<file path="config.mk">
export PLATFORM = sky130hd
export DESIGN_NAME = tlcs_alu
export DESIGN_NICKNAME = d
export VERILOG_FILES = /design/src/verilog/alu_pkg.sv /design/src/verilog/alu_result_reg.sv /design/src/verilog/arith_logic_unit.sv /design/src/verilog/bit_shift_unit.sv /design/src/verilog/tlcs_alu.sv
export SDC_FILE = /design/constraint.sdc
export NUM_CORES = 1
export LEC_CHECK = 0
export BUFFER_PORTS_ARGS = -buffer_cell sky130_fd_sc_hd__buf_2
export CORE_MARGIN = 2
export CORE_UTILIZATION = 34
export DETAILED_ROUTE_END_ITERATION = 8
export PLACE_DENSITY = 0.63
export SLEW_MARGIN = 20
export SYNTH_ARGS = -nofsm -noshare
export SYNTH_HDL_FRONTEND = slang
export SYNTH_SLANG_ARGS = --single-unit
</file>
<file path="constraint.sdc">
create_clock -name clk -period 21.8 [get_ports clk]
set_input_delay 3.27 -clock clk [delete_from_list [all_inputs] [get_ports clk]]
set_output_delay 3.27 -clock clk [all_outputs]
set_load 0.02 [all_outputs]
</file>
<file path="src/verilog/alu_pkg.sv">
package alu_pkg;

    localparam int DATA_W    = 32;
    localparam int FLAG_W    = 8;
    localparam int BIT_IDX_W = 4;
    localparam int WIDTH_W   = 2;

    // packed flag byte, bits 5 and 3 read zero
    localparam int FLAG_S_BIT = 7;
    localparam int FLAG_Z_BIT = 6;
    localparam int FLAG_H_BIT = 4;
    localparam int FLAG_V_BIT = 2;
    localparam int FLAG_N_BIT = 1;
    localparam int FLAG_C_BIT = 0;

    localparam logic [WIDTH_W-1:0] WIDTH_IDLE = 2'd0;
    localparam logic [WIDTH_W-1:0] WIDTH_BYTE = 2'd1;
    localparam logic [WIDTH_W-1:0] WIDTH_WORD = 2'd2;
    localparam logic [WIDTH_W-1:0] WIDTH_LONG = 2'd3;

    typedef enum logic [5:0] {
        OP_ADD   = 6'd0,
        OP_ADC   = 6'd1,
        OP_SUB   = 6'd2,
        OP_SBC   = 6'd3,
        OP_CP    = 6'd4,
        OP_INC   = 6'd5,
        OP_DEC   = 6'd6,
        OP_AND   = 6'd7,
        OP_OR    = 6'd8,
        OP_XOR   = 6'd9,
        // one-bit shifts and rotates
        OP_RLC   = 6'd16,
        OP_RRC   = 6'd17,
        OP_RL    = 6'd18,
        OP_RR    = 6'd19,
        OP_SLA   = 6'd20,
        OP_SRA   = 6'd21,
        OP_SRL   = 6'd22,
        // indexed bit operations
        OP_BIT   = 6'd32,
        OP_SET   = 6'd33,
        OP_RES   = 6'd34,
        OP_CHG   = 6'd35,
        OP_TSET  = 6'd36,
        // carry flag operations
        OP_SCF   = 6'd48,
        OP_RCF   = 6'd49,
        OP_CCF   = 6'd50,
        OP_ZCF   = 6'd51,
        OP_LDCF  = 6'd52,
        OP_ANDCF = 6'd53,
        OP_ORCF  = 6'd54,
        OP_XORCF = 6'd55
    } alu_op_e;

endpackage

</file>
<file path="src/verilog/alu_result_reg.sv">
module alu_result_reg (
    input  logic                         clk,
    input  logic                         rst,
    input  logic                         op_valid,
    input  logic [alu_pkg::WIDTH_W-1:0]  width,
    input  logic                         al_claim,
    input  logic                         al_write,
    input  logic [alu_pkg::DATA_W-1:0]   al_result,
    input  logic [alu_pkg::FLAG_W-1:0]   al_flags,
    input  logic                         bs_claim,
    input  logic                         bs_write,
    input  logic [alu_pkg::DATA_W-1:0]   bs_result,
    input  logic [alu_pkg::FLAG_W-1:0]   bs_flags,
    output logic [alu_pkg::DATA_W-1:0]   dout,
    output logic [alu_pkg::FLAG_W-1:0]   flags,
    output logic                         result_we
);
    import alu_pkg::*;

    logic                load;
    logic                sel_write;
    logic [DATA_W-1:0]   sel_result;
    logic [FLAG_W-1:0]   sel_flags;
    logic                s_q, z_q, h_q, v_q, n_q, c_q;

    // the units never claim the same opcode
    assign sel_write  = al_claim ? al_write  : bs_write;
    assign sel_result = al_claim ? al_result : bs_result;
    assign sel_flags  = al_claim ? al_flags  : bs_flags;

    assign load = op_valid && (width != WIDTH_IDLE) && (al_claim || bs_claim);

    always_ff @(posedge clk or posedge rst) begin
        if (rst) begin
            s_q <= 1'b0;
            z_q <= 1'b0;
            h_q <= 1'b0;
            v_q <= 1'b0;
            n_q <= 1'b0;
            c_q <= 1'b0;
        end else if (load) begin
            s_q <= sel_flags[FLAG_S_BIT];
            z_q <= sel_flags[FLAG_Z_BIT];
            h_q <= sel_flags[FLAG_H_BIT];
            v_q <= sel_flags[FLAG_V_BIT];
            n_q <= sel_flags[FLAG_N_BIT];
            c_q <= sel_flags[FLAG_C_BIT];
        end
    end

    always_ff @(posedge clk or posedge rst) begin
        if (rst) begin
            dout      <= '0;
            result_we <= 1'b0;
        end else begin
            result_we <= load && sel_write;    // one-cycle strobe
            if (load && sel_write) begin
                dout <= sel_result;
            end
        end
    end

    always_comb begin
        flags             = '0;     // unused bits stay low
        flags[FLAG_S_BIT] = s_q;
        flags[FLAG_Z_BIT] = z_q;
        flags[FLAG_H_BIT] = h_q;
        flags[FLAG_V_BIT] = v_q;
        flags[FLAG_N_BIT] = n_q;
        flags[FLAG_C_BIT] = c_q;
    end

endmodule

</file>
<file path="src/verilog/arith_logic_unit.sv">
module arith_logic_unit (
    input  alu_pkg::alu_op_e             op,
    input  logic [alu_pkg::WIDTH_W-1:0]  width,
    input  logic [alu_pkg::DATA_W-1:0]   op0,    // destination
    input  logic [alu_pkg::DATA_W-1:0]   op1,    // source
    input  logic [alu_pkg::FLAG_W-1:0]   flags_q,
    output logic                         al_claim,
    output logic                         al_write,
    output logic [alu_pkg::DATA_W-1:0]   al_result,
    output logic [alu_pkg::FLAG_W-1:0]   al_flags
);
    import alu_pkg::*;

    logic                        is_sub;
    logic                        is_logic;
    logic                        is_byte;
    logic                        cin;
    logic                        h_c, c_b, c_w, c_l;    // nibble, byte, word, long carries
    logic [DATA_W-1:0]           sum;
    logic [DATA_W-1:0]           logic_r;
    logic [DATA_W-1:0]           rslt;
    logic [DATA_W-1:0]           mask;
    logic [$clog2(DATA_W)-1:0]   msb;
    logic                        top_c;
    logic                        rslt_s, rslt_z, rslt_even, rslt_v;

    assign is_sub   = op inside {OP_SUB, OP_SBC, OP_CP, OP_DEC};
    assign is_logic = op inside {OP_AND, OP_OR, OP_XOR};
    assign is_byte  = width == WIDTH_BYTE;
    assign cin      = (op == OP_ADC || op == OP_SBC) ? flags_q[FLAG_C_BIT] : 1'b0;

    always_comb begin
        if (is_sub) begin
            {h_c, sum[3:0]}   = {1'b0, op0[3:0]} - {1'b0, op1[3:0]} - {4'd0, cin};
            {c_b, sum[7:4]}   = {1'b0, op0[7:4]} - {1'b0, op1[7:4]} - {4'd0, h_c};
            {c_w, sum[15:8]}  = {1'b0, op0[15:8]} - {1'b0, op1[15:8]} - {8'd0, c_b};
            {c_l, sum[31:16]} = {1'b0, op0[31:16]} - {1'b0, op1[31:16]} - {16'd0, c_w};
        end else begin
            {h_c, sum[3:0]}   = {1'b0, op0[3:0]} + {1'b0, op1[3:0]} + {4'd0, cin};
            {c_b, sum[7:4]}   = {1'b0, op0[7:4]} + {1'b0, op1[7:4]} + {4'd0, h_c};
            {c_w, sum[15:8]}  = {1'b0, op0[15:8]} + {1'b0, op1[15:8]} + {8'd0, c_b};
            {c_l, sum[31:16]} = {1'b0, op0[31:16]} + {1'b0, op1[31:16]} + {16'd0, c_w};
        end
    end

    always_comb begin
        case (op)
            OP_AND:  logic_r = op0 & op1;
            OP_OR:   logic_r = op0 | op1;
            default: logic_r = op0 ^ op1;
        endcase
    end

    assign rslt = is_logic ? logic_r : sum;

    always_comb begin
        case (width)
            WIDTH_BYTE: begin
                msb   = 5'd7;
                mask  = 32'h0000_00ff;
                top_c = c_b;
            end
            WIDTH_WORD: begin
                msb   = 5'd15;
                mask  = 32'h0000_ffff;
                top_c = c_w;
            end
            default: begin
                msb   = 5'd31;
                mask  = '1;
                top_c = c_l;
            end
        endcase
    end

    assign rslt_s    = rslt[msb];
    assign rslt_z    = (rslt & mask) == '0;
    assign rslt_even = is_byte ? ~^rslt[7:0] : ~^rslt[15:0];
    // carry into top bit xor carry out of it
    assign rslt_v    = op0[msb] ^ op1[msb] ^ sum[msb] ^ top_c;
    assign al_result = rslt;

    always_comb begin
        al_flags = flags_q;
        al_claim = 1'b1;
        al_write = 1'b1;
        case (op)
            OP_ADD, OP_ADC, OP_SUB, OP_SBC, OP_CP: begin
                al_flags[FLAG_S_BIT] = rslt_s;
                al_flags[FLAG_Z_BIT] = rslt_z;
                al_flags[FLAG_H_BIT] = h_c;
                al_flags[FLAG_V_BIT] = rslt_v;
                al_flags[FLAG_N_BIT] = is_sub;
                al_flags[FLAG_C_BIT] = top_c;
                al_write             = op != OP_CP;    // compare is flags only
            end
            OP_INC, OP_DEC: begin
                if (is_byte) begin                    // C never touched
                    al_flags[FLAG_S_BIT] = rslt_s;
                    al_flags[FLAG_Z_BIT] = rslt_z;
                    al_flags[FLAG_H_BIT] = h_c;
                    al_flags[FLAG_V_BIT] = rslt_v;
                    al_flags[FLAG_N_BIT] = is_sub;
                end
            end
            OP_AND, OP_OR, OP_XOR: begin
                al_flags[FLAG_S_BIT] = rslt_s;
                al_flags[FLAG_Z_BIT] = rslt_z;
                al_flags[FLAG_H_BIT] = op == OP_AND;
                al_flags[FLAG_V_BIT] = rslt_even;
                al_flags[FLAG_N_BIT] = 1'b0;
                al_flags[FLAG_C_BIT] = 1'b0;
            end
            default: begin
                al_claim = 1'b0;
                al_write = 1'b0;
            end
        endcase
    end

endmodule

</file>
<file path="src/verilog/bit_shift_unit.sv">
module bit_shift_unit (
    input  alu_pkg::alu_op_e             op,
    input  logic [alu_pkg::WIDTH_W-1:0]  width,
    input  logic [alu_pkg::DATA_W-1:0]   op0,
    input  logic [alu_pkg::DATA_W-1:0]   op1,
    input  logic [alu_pkg::FLAG_W-1:0]   flags_q,
    output logic                         bs_claim,
    output logic                         bs_write,
    output logic [alu_pkg::DATA_W-1:0]   bs_result,
    output logic [alu_pkg::FLAG_W-1:0]   bs_flags
);
    import alu_pkg::*;

    logic [$clog2(DATA_W)-1:0]   msb_idx;
    logic [DATA_W-1:0]           mask;
    logic                        is_left;
    logic                        op0_s;
    logic                        carry_q;
    logic                        fill_l, fill_r;
    logic [DATA_W-1:0]           shl, shr;
    logic [DATA_W-1:0]           shift_r;
    logic                        shift_c;
    logic                        shift_even;
    logic [BIT_IDX_W-1:0]        idx;
    logic                        bit_val;
    logic [DATA_W-1:0]           bit_r;

    always_comb begin
        case (width)
            WIDTH_LONG: begin
                msb_idx = 5'd31;
                mask    = '1;
            end
            WIDTH_WORD: begin
                msb_idx = 5'd15;
                mask    = 32'h0000_ffff;
            end
            default: begin
                msb_idx = 5'd7;
                mask    = 32'h0000_00ff;
            end
        endcase
    end

    assign op0_s   = op0[msb_idx];
    assign carry_q = flags_q[FLAG_C_BIT];
    assign is_left = op inside {OP_RLC, OP_RL, OP_SLA};
    assign fill_l  = (op == OP_RLC) ? op0_s : (op == OP_RL) ? carry_q : 1'b0;

    always_comb begin
        case (op)
            OP_RRC:  fill_r = op0[0];
            OP_RR:   fill_r = carry_q;
            OP_SRA:  fill_r = op0_s;    // keeps the sign
            default: fill_r = 1'b0;
        endcase
    end

    always_comb begin
        shl          = {op0[DATA_W-2:0], fill_l};
        shr          = {1'b0, op0[DATA_W-1:1]};
        shr[msb_idx] = fill_r;          // fill lands on the top bit of the width
    end

    // bits above the width pass through from op0
    assign shift_r    = (op0 & ~mask) | ((is_left ? shl : shr) & mask);
    assign shift_c    = is_left ? op0_s : op0[0];
    assign shift_even = (width == WIDTH_BYTE) ? ~^shift_r[7:0] : ~^shift_r[15:0];

    assign idx     = op1[BIT_IDX_W-1:0];
    assign bit_val = op0[idx];

    always_comb begin
        bit_r = op0;
        case (op)
            OP_SET, OP_TSET: bit_r[idx] = 1'b1;
            OP_RES:          bit_r[idx] = 1'b0;
            OP_CHG:          bit_r[idx] = ~op0[idx];
            default:         bit_r = op0;
        endcase
    end

    assign bs_result = (op inside {OP_RLC, OP_RRC, OP_RL, OP_RR, OP_SLA, OP_SRA, OP_SRL}) ?
                       shift_r : bit_r;

    always_comb begin
        bs_flags = flags_q;
        bs_claim = 1'b1;
        bs_write = 1'b0;
        case (op)
            OP_RLC, OP_RRC, OP_RL, OP_RR, OP_SLA, OP_SRA, OP_SRL: begin
                bs_write             = 1'b1;
                bs_flags[FLAG_S_BIT] = shift_r[msb_idx];
                bs_flags[FLAG_Z_BIT] = (shift_r & mask) == '0;
                bs_flags[FLAG_H_BIT] = 1'b0;
                bs_flags[FLAG_V_BIT] = shift_even;
                bs_flags[FLAG_N_BIT] = 1'b0;
                bs_flags[FLAG_C_BIT] = shift_c;
            end
            OP_BIT, OP_TSET: begin
                bs_write             = op == OP_TSET;
                bs_flags[FLAG_Z_BIT] = ~bit_val;
                bs_flags[FLAG_H_BIT] = 1'b1;
                bs_flags[FLAG_N_BIT] = 1'b0;
            end
            OP_SET, OP_RES, OP_CHG: bs_write = 1'b1;
            OP_SCF, OP_RCF: begin
                bs_flags[FLAG_C_BIT] = op == OP_SCF;
                bs_flags[FLAG_H_BIT] = 1'b0;
                bs_flags[FLAG_N_BIT] = 1'b0;
            end
            OP_CCF, OP_ZCF, OP_LDCF, OP_ANDCF, OP_ORCF, OP_XORCF: begin
                bs_flags[FLAG_N_BIT] = 1'b0;
                case (op)
                    OP_CCF:   bs_flags[FLAG_C_BIT] = ~carry_q;
                    OP_ZCF:   bs_flags[FLAG_C_BIT] = ~flags_q[FLAG_Z_BIT];
                    OP_LDCF:  bs_flags[FLAG_C_BIT] = bit_val;
                    OP_ANDCF: bs_flags[FLAG_C_BIT] = carry_q & bit_val;
                    OP_ORCF:  bs_flags[FLAG_C_BIT] = carry_q | bit_val;
                    default:  bs_flags[FLAG_C_BIT] = carry_q ^ bit_val;
                endcase
            end
            default: bs_claim = 1'b0;
        endcase
    end

endmodule

</file>
<file path="src/verilog/tlcs_alu.sv">
module tlcs_alu (
    input  logic                         clk,
    input  logic                         rst,
    input  logic                         op_valid,
    input  alu_pkg::alu_op_e             op,
    input  logic [alu_pkg::WIDTH_W-1:0]  width,
    input  logic [alu_pkg::DATA_W-1:0]   op0,
    input  logic [alu_pkg::DATA_W-1:0]   op1,
    output logic [alu_pkg::DATA_W-1:0]   dout,
    output logic [alu_pkg::FLAG_W-1:0]   flags,
    output logic                         result_we
);
    import alu_pkg::*;

    logic                al_claim, al_write;
    logic [DATA_W-1:0]   al_result;
    logic [FLAG_W-1:0]   al_flags;
    logic                bs_claim, bs_write;
    logic [DATA_W-1:0]   bs_result;
    logic [FLAG_W-1:0]   bs_flags;

    arith_logic_unit al_i (
        .op        (op),
        .width     (width),
        .op0       (op0),
        .op1       (op1),
        .flags_q   (flags),     // registered flags fed back
        .al_claim  (al_claim),
        .al_write  (al_write),
        .al_result (al_result),
        .al_flags  (al_flags)
    );

    bit_shift_unit bs_i (
        .op        (op),
        .width     (width),
        .op0       (op0),
        .op1       (op1),
        .flags_q   (flags),
        .bs_claim  (bs_claim),
        .bs_write  (bs_write),
        .bs_result (bs_result),
        .bs_flags  (bs_flags)
    );

    alu_result_reg reg_i (
        .clk       (clk),
        .rst       (rst),
        .op_valid  (op_valid),
        .width     (width),
        .al_claim  (al_claim),
        .al_write  (al_write),
        .al_result (al_result),
        .al_flags  (al_flags),
        .bs_claim  (bs_claim),
        .bs_write  (bs_write),
        .bs_result (bs_result),
        .bs_flags  (bs_flags),
        .dout      (dout),
        .flags     (flags),
        .result_we (result_we)
    );

endmodule
</file>
# --- After elaboration in Yosys (flattened, before gate mapping) ---
# Index checks and enable logic that the tools add are counted.
# W data, S select, Z words.
classes:
  bitwise_logic: 21
  n_eq_ne: 37
  add_sub_neg: 16
  n_lt_le_gt_ge: 5
  reduce_logical: 45
  muxes: 63
op_table:
  columns: ["op", "n"]
  rows:
  - ["$and A32 B32 Y32", 6]
  - ["$pmux W32 S2", 3]
  - ["$mux W32", 5]
  - ["$pmux W32 S3", 1]
  - ["$eq A6 B6 Y1 const B", 13]
  - ["$bwmux W32", 2]
  - ["$logic_not A32 Y1", 2]
  - ["$or A32 B32 Y32", 2]
  - ["$eq A6 B5 Y1 const B", 7]
  - ["$not A16 Y32", 1]
  - ["$not A32 Y32", 1]
  - ["$or A32 B16 Y32", 1]
  - ["$reduce_xnor A16 Y1", 2]
  - ["$xor A32 B32 Y32", 1]
  - ["$bmux W1 S5", 6]
  - ["$mux W1", 26]
  - ["$eq A6 B3 Y1 const B", 4]
  - ["$pmux W5 S2", 2]
  - ["$reduce_and A4 Y1", 5]
  - ["$reduce_or A10 Y1", 2]
  - ["$reduce_or A20 Y1", 1]
  - ["$add A16 B16 Y17", 1]
  - ["$add A17 B1 Y17", 1]
  - ["$reduce_or A17 Y1", 1]
  - ["other kinds (52)", 91]
totals:
  register_bits: 39
  input_bits: 75
  wordCells: 195

# --- Depth between registers and ports, before layout ---
logic_depth:
  depth_word: 15
  depth_mapped: 38
  mapped_depth_nobuf: 35

# --- Hierarchy ---
# A second synthesis with hierarchy kept.
unflattened:
  cells_unflattened: 1253
  hier_area_um2: 9589.2
modules_own_cells:
  columns: ["module", "cells_each", "instances", "area_each_um2"]
  rows:
  - ["arith_logic_unit", 775, 1, 5602.9]
  - ["bit_shift_unit", 336, 1, 2011.9]
  - ["alu_result_reg", 142, 1, 1974.4]

# --- Least setup slack after synthesis ---
# No wires, ideal clock.
synth_path:
  kind: "input-to-reg"
  start: "input op[3]"
  end: "register reg_i.z_q"
  t_arrival_ps: 11148
  path_stages: 38
  path_slack_ps: 10587
  path_buffers: 3
  path_cell_list: "buf_2 -> clkbuf_1 -> clkbuf_1 -> nor2_1 -> nand4_1 -> fa_1 -> fa_1 -> o21a_1 -> nor2_1 -> xnor2_1 -> fa_1 -> fa_1 -> o21ai_0 -> nand2b_1 -> xnor2_1 -> fa_1 -> fa_1 -> nand2b_1 -> (+2 left out) -> a31oi_1 -> xor2_1 -> fa_1 -> inv_1 -> ha_1 -> nor2_1 -> fa_1 -> nand2b_1 -> a21oi_1 -> xnor2_1 -> a211oi_1 -> o22ai_1 -> a2111oi_0 -> and4bb_1 -> or3b_1 -> a311o_1 -> nor4_2 -> o22a_1"
synth_via:
  elab_chain_cells: 14
  word_cells_on_any_way: 75
synth_rtl:
  columns: ["element", "line", "source"]
  rows:
  - ["start: declaration", "tlcs_alu.sv:5", "input alu_pkg::alu_op_e op,"]
  - ["$eq A6 B1 Y1 or $eq A6 B2 Y1 (tied branches)", "arith_logic_unit.sv:30, arith_logic_unit.sv:87, arith_logic_unit.sv:27", null]
  - ["$logic_or A1 B1 Y1", "arith_logic_unit.sv:30", "assign cin = (op == OP_ADC || op == OP_SBC) ? flags_q[FLAG_C_BIT] : 1'b0;"]
  - ["$mux W1", "arith_logic_unit.sv:30", null]
  - ["$add A5 B1 Y5 or $sub A5 B1 Y5 (tied branches)", "arith_logic_unit.sv:39, arith_logic_unit.sv:34", null]
  - ["$add A5 B1 Y5 or $sub A5 B1 Y5 (tied branches)", "arith_logic_unit.sv:40, arith_logic_unit.sv:35", null]
  - ["$add A9 B1 Y9 or $sub A9 B1 Y9 (tied branches)", "arith_logic_unit.sv:41, arith_logic_unit.sv:36", null]
  - ["$add A17 B1 Y17 or $sub A17 B1 Y17 (tied branches)", "arith_logic_unit.sv:42, arith_logic_unit.sv:37", null]
  - ["$mux W32", "arith_logic_unit.sv:33", "if (is_sub) begin"]
  - ["$mux W32", "arith_logic_unit.sv:54", "assign rslt = is_logic ? logic_r : sum;"]
  - ["$and A32 B32 Y32", "arith_logic_unit.sv:77", "assign rslt_z = (rslt & mask) == '0;"]
  - ["$logic_not A32 Y1", "arith_logic_unit.sv:77", null]
  - ["$mux W2", "arith_logic_unit.sv:98", "if (is_byte) begin"]
  - ["$pmux W2 S2", "arith_logic_unit.sv:87", "case (op)"]
  - ["$mux W8", "alu_result_reg.sv:29", "assign sel_flags = al_claim ? al_flags : bs_flags;"]
  - ["end signal: assignment", "alu_result_reg.sv:43", "z_q <= sel_flags[FLAG_Z_BIT];"]
  - ["end: declaration", "alu_result_reg.sv:24", "logic s_q, z_q, h_q, v_q, n_q, c_q;"]
# Parallel ways exist; a longest one is shown, timed or not. The select of a mux whose other input is x is not followed.
# A chain may end at the register's enable or synchronous reset.

# --- Final worst setup path ---
# Ends and elaborated chain as after synthesis.

==> out/qor.txt <==
Outcome -> finished, final reports clean
P_leak -> 4.811 nW
Reg clk slew, reported paths -> 60 ps
Sw Ratio -> 0.4765
Comb pwr share -> 0.636
Worst IR drop on VDD -> 0.03099 mV
CTS tree -> done
Top_reg_cell synth -> dfrtp_1
Num ports -> 116
NetSw -> 0.0002525 W
Finish-stage setup viols -> 0
Avg Inst Size Synth -> 7.059 µm²
Hold Buf Count CTS -> 0
Achievable Freq -> 84.47 MHz
Routability Congestion -> 0.9325
First-pass GRT wire length -> 52,510 µm
Mapped Area -> 9403 µm²
FILL cells -> 2,877
Unrepaired setup endpoints after global routing -> false
DR vias -> 10,100
Post-synthesis mux area share -> 0.04192
CTS Buffer Depth -> 2
Main combinational cell family by area after synthesis -> compound AO/OA/AOI/OAI gates
Setup TNS Final -> 0 ps
IO buf count -> 113
Clock sinks -> 39
CP Capture Type -> register
Final worst path period need -> 11,840 ps
Synth Area in Compound Gates -> 0.2735
Vias in the first global route -> 9,491
Initial antenna violation count -> 1
GRT overflow -> 0
Hold Path Class -> reg2reg
Antenna viol nets, final -> 0
Synth Area in Adders -> 0.2150
Part of the power in registers -> 0.203
Initial DRC count -> 1,061
Fin. max-slew vios -> 0
DRT Pass-1 Iters -> 6
Synth Area in XOR/XNOR -> 0.05961
Clock Latency Late Sink -> 290 ps
Synthesized instance count -> 1,332
Setup bufs post-CTS -> 0
Area grow syn2layout -> 9.727%
Die X -> 170.3 µm
Final wirelength -> 33,830 µm
Share of layout cells above drive strength 1 -> 0.1185
Die area -> 29,000 µm²
Final hold slack -> 471.5 ps
Max_cap viols -> 0
Int Pwr -> 0.0002774 W
Post-synthesis cell type count -> 80
Crit path top cell by count -> fa_1
Max-slew headroom -> 0.2442
CP max stage cell -> a2111oi_0
Clk root buf -> clkbuf_16
Element type at the critical path start -> primary input
Worst-path maximum fanout -> 27
HPWL Detailed -> 26,060 µm
Crit Path Class -> in2reg
Endpoints failing hold -> 0
Worst EP arrival -> 12,070 ps
Core box area -> 27,030 µm²
Routed wire length per instance -> 19.69 µm
Post-synthesis sequential area ratio -> 0.1038
Post-synth EDFFs -> 0
Period utilisation layout -> 0.5431
# DRC -> 0
Flop and latch count out of synthesis -> 39
Ys async rst share -> 1.000
Vias per cell -> 5.881
Max incr delay on CP -> 530 ps
Power Dens Cells -> 51.36 nW/µm²
Clk network pwr share -> 0.161
Post-Synth Simple-Gate Area -> 0.2173
Largest net degree at the start of global routing -> 65
H-Tree Depth -> 2
Initial core utilization -> 0.3479
Total GRT Usage -> 0.2291
Post-cts resize count -> 0
CTS Buf Count -> 5
Req. time, crit path -> 22,030 ps
YS warnings -> 0
Vert. Die Dim -> 170.3 µm
Num rows -> 60
Nets -> 1,602
Worst slew pin tran -> 1121 ps
Skew final -> 6.853 ps
-- metal layers --
layer	share of wire	global-route usage	wire (µm)	up-vias
met5	0.00038	0	13	-
met4	0.031	0.08287	1057	2
met3	0.087	0.03721	2958	83
met2	0.42	0.3452	14250	487
met1	0.46	0.3276	15560	4723
li1	-	-	-	4808
-- layout make-up --
class	count	area (µm²)	share of cell area
Antenna cell	1	2.502	0.0002425
Clock inverter	3	43.79	0.004244
Clock buffer	5	125.1	0.01213
Sequential cell	39	975.9	0.09459
Timing Repair Buffer	126	663.1	0.06427
Inverter	116	435.4	0.04220
Tap cell	341	426.7	0.04135
Multi-Input combinational cell	1087	7645	0.7410
-- per-stage QoR --
step                      setup WS, ps  total power [W]  std cells  utilization  cell area, µm²
after detailed placement          9843        0.0004398       1709       0.3754           10150
final                             9961        0.0005299       1718       0.3818           10320
after global routing              9549        0.0005711       1717       0.3817           10310
after floorplan                  10590        0.0003452       1333            -            9407
after CTS                        10090        0.0005272       1717       0.3817           10310
after global placement            9930        0.0004335       1709       0.3754           10150
-- flip-flops by register name, summed over array words and instances (netlist names) --
| name | count |
|---|---|
| reg_i.dout | 32 |
| reg_i.h_q | 1 |
| reg_i.s_q | 1 |
| reg_i.c_q | 1 |
| reg_i.v_q | 1 |
| reg_i.z_q | 1 |
| reg_i.n_q | 1 |
| reg_i.result_we | 1 |
-- worst max-delay path, delay by kind of cell --
| family | cells | cell delay [ps] |
|---|---|---|
| compound gates | 11 | 2340 |
| buf+inv | 2 | 330 |
| simple gates | 10 | 1740 |
| fa+ha+maj | 9 | 3670 |
| xor+xnor | 4 | 700 |
-- cells by family (layout without fill, tap and decap cells) --
logic type | count (synthesis) | after routing
simple gates | 445 | 445
compound gates | 394 | 394
buf+inv | 207 | 250
fa+ha+maj | 152 | 152
xor+xnor | 64 | 64
flops | 39 | 39
mux | 30 | 30
other cells | 1 | 3
-- power by group through the flow --
stage / clock network, W / registers [W] / logic (W)
global placement: 0 / 0.000108 / 0.000325
finish: 0.0000855 / 0.000108 / 0.000337
global route: 0.0000896 / 0.000111 / 0.000371
CTS: 0.0000867 / 0.000108 / 0.000332
floorplan: 0 / 0.000129 / 0.000217
detailed placement: 0 / 0.000109 / 0.000331
-- cells in the final DEF (no fill, tap or decap), types with 18 or more instances in the layout --
master / synthesis / final
xnor2_1: 40 / 40
dfrtp_1: 39 / 39
ha_1: 136 / 136
nor2_1: 128 / 127
nor3_1: 35 / 34
nand3_1: 30 / 30
nand2_1: 162 / 162
o21ai_1: 20 / 19
a211oi_1: 28 / 28
buf_2: 2 / 113
xor2_1: 24 / 24
o21ai_0: 82 / 81
a31oi_1: 27 / 27
mux2i_1: 18 / 18
inv_1: 116 / 116
o211ai_1: 18 / 18
a21oi_1: 86 / 85
a21o_1: 18 / 18
-- Yosys cell counts (5+ instances only) --
| cell type | n | share of area |
|---|---|---|
| mux2i_1 | 18 | 0.019 |
| mux2_2 | 5 | 0.0060 |
| or3_1 | 7 | 0.0047 |
| a31oi_1 | 27 | 0.018 |
| nand2b_1 | 12 | 0.0080 |
| fa_1 | 16 | 0.034 |
| a221o_1 | 6 | 0.0064 |
| and2_1 | 7 | 0.0047 |
| nand4_1 | 11 | 0.0073 |
| nor4_1 | 8 | 0.0053 |
| nand3_1 | 30 | 0.016 |
| a21o_1 | 18 | 0.014 |
| a311oi_1 | 12 | 0.011 |
| buf_4 | 8 | 0.0064 |
| nor3_1 | 35 | 0.019 |
| o21a_1 | 10 | 0.0080 |
| a2111oi_0 | 5 | 0.0047 |
| mux4_2 | 7 | 0.017 |
| nand3b_1 | 6 | 0.0048 |
| o21bai_1 | 6 | 0.0048 |
| o211ai_1 | 18 | 0.014 |
| ha_1 | 136 | 0.18 |
| a221oi_1 | 16 | 0.015 |
| a21oi_1 | 86 | 0.046 |
| clkbuf_1 | 75 | 0.030 |
| xnor2_1 | 40 | 0.037 |
| nand2_1 | 162 | 0.065 |
| a211oi_1 | 28 | 0.022 |
| inv_1 | 116 | 0.046 |
| o21ai_1 | 20 | 0.011 |
| o21ai_0 | 82 | 0.044 |
| o2bb2ai_1 | 5 | 0.0047 |
| nor2_1 | 128 | 0.051 |
| dfrtp_1 | 39 | 0.10 |
| and3_1 | 11 | 0.0073 |
| xor2_1 | 24 | 0.022 |
| o31ai_1 | 6 | 0.0048 |
-- worst paths after layout --
check / start / cells after the start / end / slack (ps)
worst max-delay path: op[3] / 36 / reg_i.z_q / 9960
worst min-delay path: reg_i.dout[10] / 2 / reg_i.dout[10] / 470
worst max register to register: reg_i.c_q / 34 / reg_i.z_q / 12960
worst min register to register: reg_i.dout[10] / 2 / reg_i.dout[10] / 470
max in group asynchronous: rst / 3 / reg_i.dout[3] / 18330
min in group asynchronous: rst / 3 / reg_i.dout[25] / 3110
No activity file was read; power rests on OpenSTA's default activity.
